===== src/rtl/scan_pkg.sv =====
package scan_pkg;

  // Width of one saved DFA state
  localparam int DFA_W = 2;

  // APB bus widths
  localparam int APB_AW = 8;
  localparam int APB_DW = 32;

  // Default number of streams, legal range 2 to 64
  localparam int STREAMS_DEF = 64;

  // Default width of the hit packet count
  localparam int COUNT_W_DEF = 16;

  // Signature bytes, "SMB"
  localparam logic [7:0] SIG_B0 = 8'h53;
  localparam logic [7:0] SIG_B1 = 8'h4D;
  localparam logic [7:0] SIG_B2 = 8'h42;

  // DFA states
  // Each state records how much of the signature has been seen
  typedef enum logic [DFA_W-1:0] {
    S_IDLE   = 2'd0,
    S_GOT_S  = 2'd1,
    S_GOT_SM = 2'd2,
    S_MATCH  = 2'd3
  } dfa_state_e;

  // APB register offsets
  typedef enum logic [APB_AW-1:0] {
    // Enable bitmap, streams 0 to 31
    REG_EN_LO  = 8'h00,
    // Enable bitmap, streams 32 to 63
    REG_EN_HI  = 8'h04,
    // Hit packet count, write clears
    REG_COUNT  = 8'h08,
    // Bit 0 holds the hit of the last packet
    REG_STATUS = 8'h0C
  } reg_addr_e;

endpackage


===== src/rtl/dfa_ctx_if.sv =====
interface dfa_ctx_if;

  // State restore, one cycle pulse after sop
  logic                   restore_vld;
  scan_pkg::dfa_state_e   restore_state;

  // Live DFA state, saved at eop
  scan_pkg::dfa_state_e   cur_state;

  // Signature found
  logic                   accept;

  // Context memory side
  modport ctx (
    output restore_vld,
    output restore_state,
    input  cur_state
  );

  // Matcher side
  modport dfa (
    input  restore_vld,
    input  restore_state,
    output cur_state,
    output accept
  );

  // Counter only watches packet start and matches
  modport cnt (
    input  accept,
    input  restore_vld
  );

endinterface


===== src/rtl/dfa_matcher.sv =====
module dfa_matcher (
  input  logic       clk,
  input  logic       rst_n,
  input  logic       byte_vld,
  input  logic [7:0] byte_data,
  dfa_ctx_if.dfa     ctx
);

  // Input byte stage
  logic                 byte_vld_r;
  logic [7:0]           byte_r;

  // DFA state and accept flag
  scan_pkg::dfa_state_e state_q;
  scan_pkg::dfa_state_e state_nxt;
  logic                 accept_q;

  // One step of the signature automaton
  function automatic scan_pkg::dfa_state_e dfa_step(
    input scan_pkg::dfa_state_e s,
    input logic [7:0]           b
  );
    scan_pkg::dfa_state_e fallback;
    // A mismatching 'S' may start a new signature
    fallback = (b == scan_pkg::SIG_B0) ? scan_pkg::S_GOT_S : scan_pkg::S_IDLE;
    case (s)
      scan_pkg::S_GOT_S:
        dfa_step = (b == scan_pkg::SIG_B1) ? scan_pkg::S_GOT_SM : fallback;
      scan_pkg::S_GOT_SM:
        dfa_step = (b == scan_pkg::SIG_B2) ? scan_pkg::S_MATCH : fallback;
      // Idle and match both restart the search
      default:
        dfa_step = fallback;
    endcase
  endfunction

  // Register the byte before it reaches the DFA
  always_ff @(posedge clk)
  begin
    if (!rst_n)
      byte_vld_r <= 1'b0;
    else
      byte_vld_r <= byte_vld;
  end

  always_ff @(posedge clk)
  begin
    byte_r <= byte_data;
  end

  assign state_nxt = dfa_step(state_q, byte_r);

  // Restore wins over stepping
  always_ff @(posedge clk)
  begin
    if (!rst_n)
    begin
      state_q  <= scan_pkg::S_IDLE;
      accept_q <= 1'b0;
    end
    else if (ctx.restore_vld)
    begin
      state_q  <= ctx.restore_state;
      // Drop any accept left from the previous packet
      accept_q <= 1'b0;
    end
    else
    begin
      if (byte_vld_r)
        state_q <= state_nxt;
      // Single cycle pulse per completed signature
      accept_q <= byte_vld_r && (state_nxt == scan_pkg::S_MATCH);
    end
  end

  assign ctx.cur_state = state_q;
  assign ctx.accept    = accept_q;

  // Bytes never reach the DFA while a restore is in flight
  a_no_restore_on_byte: assert property (
    @(posedge clk) disable iff (!rst_n) !(ctx.restore_vld && byte_vld_r)
  );

endmodule


===== src/rtl/stream_context.sv =====
module stream_context #(
  parameter int STREAMS = scan_pkg::STREAMS_DEF
) (
  input  logic                       clk,
  input  logic                       rst_n,
  input  logic                       sop,
  input  logic                       eop,
  input  logic                       new_stream,
  input  logic [$clog2(STREAMS)-1:0] stream_id,
  input  logic                       save_en,
  dfa_ctx_if.ctx                     ctx
);

  // Saved DFA state, one entry per stream
  logic [scan_pkg::DFA_W-1:0] state_mem [STREAMS];

  logic                       restore_vld_q;
  scan_pkg::dfa_state_e       restore_state_q;

  // Restore pulse follows sop by one cycle
  always_ff @(posedge clk)
  begin
    if (!rst_n)
      restore_vld_q <= 1'b0;
    else
      restore_vld_q <= sop;
  end

  // New streams begin from idle, others resume where they stopped
  always_ff @(posedge clk)
  begin
    if (sop)
    begin
      if (new_stream)
        restore_state_q <= scan_pkg::S_IDLE;
      else
        restore_state_q <= scan_pkg::dfa_state_e'(state_mem[stream_id]);
    end
  end

  // Save at packet end, only for enabled streams
  always_ff @(posedge clk)
  begin
    if (eop && save_en)
      state_mem[stream_id] <= ctx.cur_state;
  end

  assign ctx.restore_vld   = restore_vld_q;
  assign ctx.restore_state = restore_state_q;

  // A read and a save of the memory never share a cycle
  a_sop_eop_apart: assert property (
    @(posedge clk) disable iff (!rst_n) !(sop && eop)
  );

endmodule


===== src/rtl/hit_counter.sv =====
module hit_counter #(
  parameter int COUNT_W = scan_pkg::COUNT_W_DEF
) (
  input  logic               clk,
  input  logic               rst_n,
  input  logic               eop,
  input  logic               enable,
  input  logic               clear,
  dfa_ctx_if.cnt             ctx,
  output logic [COUNT_W-1:0] count,
  output logic               hit_vld,
  output logic               hit
);

  // Set once any match is seen in the current packet
  logic pkt_hit;

  always_ff @(posedge clk)
  begin
    if (!rst_n)
      pkt_hit <= 1'b0;
    else if (ctx.restore_vld)
      pkt_hit <= 1'b0;
    else if (ctx.accept)
      pkt_hit <= 1'b1;
  end

  // Packet result, disabled streams never report a hit
  always_ff @(posedge clk)
  begin
    if (!rst_n)
    begin
      hit_vld <= 1'b0;
      hit     <= 1'b0;
    end
    else
    begin
      hit_vld <= eop;
      if (eop)
        hit <= pkt_hit && enable;
    end
  end

  // Clear has priority; count sticks at all ones
  always_ff @(posedge clk)
  begin
    if (!rst_n)
      count <= '0;
    else if (clear)
      count <= '0;
    else if (eop && enable && (count != '1))
      count <= count + COUNT_W'(pkt_hit);
  end

endmodule


===== src/rtl/apb_regs.sv =====
module apb_regs #(
  parameter int STREAMS = scan_pkg::STREAMS_DEF,
  parameter int COUNT_W = scan_pkg::COUNT_W_DEF
) (
  input  logic                        clk,
  input  logic                        rst_n,
  input  logic [scan_pkg::APB_AW-1:0] paddr,
  input  logic                        psel,
  input  logic                        penable,
  input  logic                        pwrite,
  input  logic [scan_pkg::APB_DW-1:0] pwdata,
  output logic [scan_pkg::APB_DW-1:0] prdata,
  output logic                        pready,
  output logic                        pslverr,
  input  logic [$clog2(STREAMS)-1:0]  stream_id,
  input  logic [COUNT_W-1:0]          count,
  input  logic                        last_hit,
  output logic                        stream_en,
  output logic                        count_clear
);

  // Enable bitmap halves
  logic [31:0] en_lo;
  logic [31:0] en_hi;
  logic [63:0] en_all;

  logic        access;
  logic        addr_ok;

  // Zero wait, so the access phase is the only phase that matters
  assign access = psel && penable;
  assign pready = 1'b1;

  // Read mux and address decode
  always_comb
  begin
    prdata  = '0;
    addr_ok = 1'b1;
    case (paddr)
      scan_pkg::REG_EN_LO:  prdata = en_lo;
      scan_pkg::REG_EN_HI:  prdata = en_hi;
      scan_pkg::REG_COUNT:  prdata[COUNT_W-1:0] = count;
      scan_pkg::REG_STATUS: prdata[0] = last_hit;
      default:              addr_ok = 1'b0;
    endcase
  end

  assign pslverr = access && !addr_ok;

  // Any write to the count register clears it
  assign count_clear = access && pwrite && (paddr == scan_pkg::REG_COUNT);

  always_ff @(posedge clk)
  begin
    if (!rst_n)
    begin
      en_lo <= '0;
      en_hi <= '0;
    end
    else if (access && pwrite)
    begin
      if (paddr == scan_pkg::REG_EN_LO)
        en_lo <= pwdata;
      if (paddr == scan_pkg::REG_EN_HI)
        en_hi <= pwdata;
    end
  end

  // Bit for the stream currently on the bus
  assign en_all    = {en_hi, en_lo};
  assign stream_en = en_all[stream_id];

  a_penable_needs_psel: assert property (
    @(posedge clk) disable iff (!rst_n) penable |-> psel
  );

endmodule


===== src/rtl/packet_scanner.sv =====
module packet_scanner #(
  parameter int STREAMS = scan_pkg::STREAMS_DEF,
  parameter int COUNT_W = scan_pkg::COUNT_W_DEF
) (
  input  logic                        clk,
  input  logic                        rst_n,
  // Byte stream
  input  logic                        sop,
  input  logic [$clog2(STREAMS)-1:0]  stream_id,
  input  logic                        new_stream,
  input  logic                        byte_vld,
  input  logic [7:0]                  byte_data,
  input  logic                        eop,
  // Per packet result
  output logic                        hit_vld,
  output logic                        hit,
  // APB slave
  input  logic [scan_pkg::APB_AW-1:0] paddr,
  input  logic                        psel,
  input  logic                        penable,
  input  logic                        pwrite,
  input  logic [scan_pkg::APB_DW-1:0] pwdata,
  output logic [scan_pkg::APB_DW-1:0] prdata,
  output logic                        pready,
  output logic                        pslverr
);

  // Enable bit of the current stream, gates both save and count
  logic               stream_en;
  logic               count_clear;
  logic [COUNT_W-1:0] count;

  dfa_ctx_if ctx_if ();

  dfa_matcher dfa_matcher_i (
    .clk       (clk),
    .rst_n     (rst_n),
    .byte_vld  (byte_vld),
    .byte_data (byte_data),
    .ctx       (ctx_if.dfa)
  );

  stream_context #(
    .STREAMS (STREAMS)
  ) stream_context_i (
    .clk        (clk),
    .rst_n      (rst_n),
    .sop        (sop),
    .eop        (eop),
    .new_stream (new_stream),
    .stream_id  (stream_id),
    .save_en    (stream_en),
    .ctx        (ctx_if.ctx)
  );

  hit_counter #(
    .COUNT_W (COUNT_W)
  ) hit_counter_i (
    .clk     (clk),
    .rst_n   (rst_n),
    .eop     (eop),
    .enable  (stream_en),
    .clear   (count_clear),
    .ctx     (ctx_if.cnt),
    .count   (count),
    .hit_vld (hit_vld),
    .hit     (hit)
  );

  // The held hit output doubles as the status bit
  apb_regs #(
    .STREAMS (STREAMS),
    .COUNT_W (COUNT_W)
  ) apb_regs_i (
    .clk         (clk),
    .rst_n       (rst_n),
    .paddr       (paddr),
    .psel        (psel),
    .penable     (penable),
    .pwrite      (pwrite),
    .pwdata      (pwdata),
    .prdata      (prdata),
    .pready      (pready),
    .pslverr     (pslverr),
    .stream_id   (stream_id),
    .count       (count),
    .last_hit    (hit),
    .stream_en   (stream_en),
    .count_clear (count_clear)
  );

endmodule


===== config.mk =====
export PLATFORM = sky130hd
export DESIGN_NAME = packet_scanner
export DESIGN_NICKNAME = d
export VERILOG_FILES = /design/src/rtl/scan_pkg.sv /design/src/rtl/dfa_ctx_if.sv /design/src/rtl/dfa_matcher.sv /design/src/rtl/stream_context.sv /design/src/rtl/hit_counter.sv /design/src/rtl/apb_regs.sv /design/src/rtl/packet_scanner.sv
export SDC_FILE = /design/constraint.sdc
export NUM_CORES = 1
export LEC_CHECK = 0
export CAP_MARGIN = 20
export CELL_PAD_IN_SITES_DETAIL_PLACEMENT = 1
export CELL_PAD_IN_SITES_GLOBAL_PLACEMENT = 1
export CORE_ASPECT_RATIO = 2
export CORE_MARGIN = 5
export CORE_UTILIZATION = 50
export CTS_BUF_LIST = sky130_fd_sc_hd__clkbuf_2
export DETAILED_ROUTE_END_ITERATION = 8
export DONT_BUFFER_PORTS = 1
export PLACE_DENSITY = 0.87
export SLEW_MARGIN = 0
export SYNTH_ARGS = -nofsm -noshare
export SYNTH_HDL_FRONTEND = slang
export SYNTH_SLANG_ARGS = --single-unit
export TNS_END_PERCENT = 100

===== constraint.sdc =====
create_clock -name clk -period 3.15 [get_ports clk]
set_input_delay 0.4725 -clock clk [delete_from_list [all_inputs] [get_ports clk]]
set_output_delay 0.4725 -clock clk [all_outputs]
set_load 0.02 [all_outputs]

======== Word-level counts from Yosys, hierarchy flattened ========
Memory sizes are Yosys's and may differ from the RTL's. A register that Yosys moved wholly into a read port is not among the register bits.
Cells that the tools add are included.
storage, ports and cells
  flip-flop bits (word level) ............. 96
  latch bits .............................. 0
  RAM bits ................................ 128
  ROM bits ................................ 0
  output and inout bits ................... 36
  word-level logic and storage cells ...... 55
  memories ................................ 1
memory list
  name                        depth  width  read ports  clocked after Yosys merged registers in  wr ports  RTL line              source
  stream_context_i.state_mem  64     2      1           1                                        1         stream_context.sv:15  logic [scan_pkg::DFA_W-1:0] state_mem [STREAMS];
cells by class
  $add $sub $neg .......................... 1
  multipliers ............................. 0
  divide/modulo/power cells ............... 0
  magnitude comparators ................... 1
  equal/unequal tests ..................... 10
  shift operators ......................... 0
  mux-type cells .......................... 14
  bitwise operators ....................... 1
  reduce and logical (&&, ||, !) cells .... 16
operators with widths
  operator              number
  $pmux 15 s3           1
  $pmux 16 s2           1
  $eq 8x7->1 const B    3
  $add 16x1->16         1
  $eq 8x4->1 const B    2
  $ne 16x16->1 const B  1
  $eq 8x3->1 const B    1
  $logic_and 1x1->1     8
  $logic_not 8->1       1
  $mux 2                4
  $lt 6x7->1 const B    1
  $bmux 1 s6            1
  $mux 1                5
  $eq 2x2->1 const B    2
  $pmux 1 s4            1
  $pmux 2 s2            1
  $reduce_and 2->1      2
  $reduce_or 2->1       2
  $reduce_or 4->1       1
  $eq 2x1->1 const B    1
  $reduce_bool 2->1     1
  $logic_not 1->1       1
  $not 1->1             1

======== Logic depth before layout (Yosys ltp) ========
  depth in word-level cells ............... 6
  mapped depth ............................ 11
  mapped depth without buffers ............ 8

======== Modules after synthesis ========
A second synthesis with hierarchy kept.
second synthesis, totals
  cell total of the unflattened synthesis .. 933
  area total of the unflattened synthesis .. 10446.3 sq um
modules (own cells, without submodules)
  module          times used  cells an instance  area an instance (sq um)
  stream_context  1           359                5477.8
  apb_regs        1           421                3568.4
  hit_counter     1           114                957.2
  dfa_matcher     1           39                 442.9

======== Worst setup path after synthesis ========
No wires, ideal clock.
  path type ............................... in2reg
  from .................................... input stream_id[0]
  to ...................................... memory stream_context_i.state_mem[36][0] (netlist name) (enable)
  library setup time ...................... 0.252 ns
  data arrival time ....................... 2.652 ns
  required time ........................... 2.898 ns
  path slack .............................. 0.246 ns
  stages on the path ...................... 11
  path buffers ............................ 4
  cell sequence ........................... buf_6 and2_1 buf_6 a221oi_1 nor4b_1 or4_4 or4_1 buf_2 buf_6 nand3_2 nor2_1
between the ends
  longest elaborated chain between the ends .. 5
RTL lines
  element                       RTL line              source
  start: declaration            packet_scanner.sv:9   input logic [$clog2(STREAMS)-1:0] stream_id,
  $bmux 1 s6                    apb_regs.sv:71        assign stream_en = en_all[stream_id];
  $mux 1 (not written as such)  apb_regs.sv:71
  $logic_and 1x1->1             stream_context.sv:44  if (eop && save_en)
  $mux 1                        stream_context.sv:44
  $mux 1 (not written as such)  stream_context.sv:45  state_mem[stream_id] <= ctx.cur_state;
  end: declaration              stream_context.sv:15
Parallel ways exist; a longest one is shown, timed or not. The select of a mux whose other input is x is not followed.

======== Final worst setup path ========
  from .................................... register apb_regs_i.en_hi[1]
  to ...................................... memory stream_context_i.state_mem[22][0] (netlist name) (enable)
between the ends
  longest elaborated chain between the ends .. 5
RTL lines
  element                       RTL line              source
  start: declaration            apb_regs.sv:24        logic [31:0] en_hi;
  start signal: assignment      apb_regs.sv:65        en_hi <= pwdata;
  $bmux 1 s6                    apb_regs.sv:71
  $mux 1 (not written as such)  apb_regs.sv:71
  $logic_and 1x1->1             stream_context.sv:44
  $mux 1                        stream_context.sv:44
  $mux 1 (not written as such)  stream_context.sv:45
No other way between the ends. The select of a mux whose other input is x is not followed.

==> flow_summary.ini <==
[worst_hold_path]
min_from = eop
hold_class = in -> reg

[timing]
max_freq_ghz = 0.359
rsz0062_at_grt = false
worst_pin_slew_ps = 780
setup_viol = 0
skew_ps = 98.2
hold_ws_ps = 53.8
fin_crit_ps = 2790
maxSlewViolCount = 0
final_hold_viol_count = 0
max_slew_margin_pct = 48.0
tns_ps = 0
fin_crit_sh_pct = 88.5

[yosys]
synthAdderAreaFrac_pct = 0.487
syn_avg_cell_area_um2 = 10.8
synth-compound-area-share_pct = 13.0
synthXorXnorAreaFrac_pct = 0
synth_nets = 1023
synth-edff-count = 130
synth_cell_types = 62
ys_ff_latch = 226
synth_warnings = 0
syn_area_mm2 = 0.0103
synth_mux_area_share_pct = 8.56
syn-instance-count = 956
yosys.area_share.simple_pct = 18.2
synth_top_family_by_area = simple AND/OR/NAND/NOR gates
synth_top_flop_cell = edfxtp_1
ys_seq_area_share_pct = 56.7
synth-async-reset-ratio_pct = 0

[global_route]
antenna_found_initial = 2
grt_use_total_pct = 30.8
grt_max_degree = 73
grt_pass1_wl_mm = 55.8
grt-ovfl-total = 0
grt_pass1_vias = 9560

[floorplan]
rows = 74
die_height_um = 213
core_area_mm2 = 0.0204
die-area_mm2 = 0.0237
initial_core_util_pct = 50.5
ioPinCount = 99
die_width_um = 111

[setup_path]
crit_required_ps = 3650
crit_arrival_ps = 3290
r2r-start = apb_regs_i.en_hi[1]
crit_start = apb_regs_i.en_hi[1]
crit_path_end_kind = flip-flop
start_kind = flip-flop
crit_fanout = 8
path_class = reg -> reg

[clocking]
cts_buffers = 50
cts_sinks = 226
cts_setup_buffers = 0
holdBufCountCts = 56
clk_pin_slew_ps = 130
clk_latency_ps = 860
cts_resized = 0
ctsLongestPathBuffers = 3
cts_tree = built
cts_root_buf = clkbuf_2
cts_max_level = 2

[power]
p_leak_nw = 3.90
irDropWorstVdd_mv = 0.240
power.density_mw_per_mm2 = 470
p_total_mw = 5.48

[status]
status = complete, no violations

[placement]
hpwl_mm = 24.0
numPortBuffers = 0
gp_congestion = 0.922

[routing]
vias = 8697
routed_via_density = 6.48
drt_iter0_drc = 769
ant_nets = 0
drc_errors = 0
routed_wl_mm = 37.2
first_pass_iters = 5
avgRoutedWirePerCell_um = 27.7

[finish]
drive_gt1_share_pct = 11.9
nets = 1100
utilization_pct = 57.2
syn2layout_area_growth_pct = 13.3

[run]
cap_viol_max_count = 0
placed cells by master (no fill, tap or decap), types with 6 or more instances in the layout:
| cell type | count |
|---|---|
| or4_1 | 6 |
| a21boi_0 | 32 |
| nand3_1 | 23 |
| and3_1 | 7 |
| nand4_1 | 16 |
| edfxtp_1 | 130 |
| nor3_1 | 9 |
| a21oi_1 | 29 |
| nand2b_1 | 9 |
| and2_1 | 7 |
| dfxtp_1 | 96 |
| clkinv_1 | 21 |
| buf_4 | 32 |
| a22oi_1 | 42 |
| o21ai_0 | 11 |
| dlygate4sd3_1 | 55 |
| a22o_1 | 13 |
| a221oi_1 | 22 |
| nor2_1 | 132 |
| mux2i_1 | 80 |
| clkbuf_2 | 66 |
| nand2_1 | 106 |
| nor2b_1 | 36 |
critical path, stage by stage, from the launching register on:
cell     delay, ps
dfxtp_1        360
mux2i_1        160
o22ai_1        150
o21a_1         210
or4_4          480
or4_1          470
buf_4          210
nand4_1        310
nor2_1         130
path summary, 6_finish.rpt:
check,endpoint,slack (ps),cells past startpoint
worst min register to register,apb_regs_i.en_lo[16],500,2
worst max register to register,stream_context_i.state_mem[22][0],360,8
worst max-delay path,stream_context_i.state_mem[22][0],360,8
worst min-delay path,stream_context_i.state_mem[53][0],50,2
area by class of cell:
cell class | instances | area (um^2)
diodes | 3 | 7.51
clock buffers | 66 | 330
clock inverters | 27 | 158
fillers | 2193 | 8720
inverters | 5 | 18.8
multi-input cells | 662 | 4150
flip-flops and latches | 226 | 5830
well taps | 266 | 333
repair buffers | 88 | 818
report_power, final:
| part | total [mW] | internal (mW) | switching [mW] |
|---|---|---|---|
| Clock | 1.97 | 0.749 | 1.23 |
| Sequential | 3.13 | 3.12 | 0.00985 |
| Combinational | 0.371 | 0.148 | 0.223 |
| Total | 5.48 | 4.02 | 1.46 |
routing by layer:
metal  GRT usage (%)  part of all wire (%)  vias up  wire, um
li1                -                     -     3709         -
met1            28.3                    31     4305     11600
met2            57.6                    54      491     20000
met3            6.07                   6.3      192      2330
met4            25.5                   9.0        0      3360
met5               0                     0        -         0
cells in the mapped netlist, types with 22 or more instances:
master,instances,area (um^2)
nor2b_1,36,225
nand3_1,23,115
a22oi_1,42,315
clkbuf_1,44,165
a21oi_1,29,145
dfxtp_1,96,1920
nor2_1,132,495
nand2_1,106,398
edfxtp_1,130,3900
a221oi_1,22,193
mux2i_1,80,801
a21boi_0,32,240
metrics by stage:
stage | area, um^2 | instances | setup slack, ps
6_report | 11600 | 1343 | 361
5_1_grt | 11600 | 1342 | 275
4_1_cts | 11600 | 1340 | 388
3_5_place_dp | 10600 | 1191 | 101
3_3_place_gp | 10600 | 1191 | 163
2_1_floorplan | 10300 | 956 | 246
sequential cells by signal, summed over array words and instances (netlist names):
name                                cells
hit_counter_i.pkt_hit                   1
hit_counter_i.hit_vld                   1
apb_regs_i.en_lo                       32
stream_context_i.ctx.restore_vld        1
hit_counter_i.hit                       1
apb_regs_i.en_hi                       32
dfa_matcher_i.ctx.accept                1
stream_context_i.state_mem            128
dfa_matcher_i.byte_r                    8
stream_context_i.ctx.restore_state      2
hit_counter_i.count                    16
dfa_matcher_i.ctx.cur_state             2
dfa_matcher_i.byte_vld_r                1
cells by family after synthesis:
logic type | count (synthesis)
AOI/OAI and AO/OA | 184
adders and majority gates | 4
buffers and inverters | 68
DFF | 226
muxes | 85
other | 1
and+or+nand+nor | 388
No activity file was read; power rests on OpenSTA's default activity.
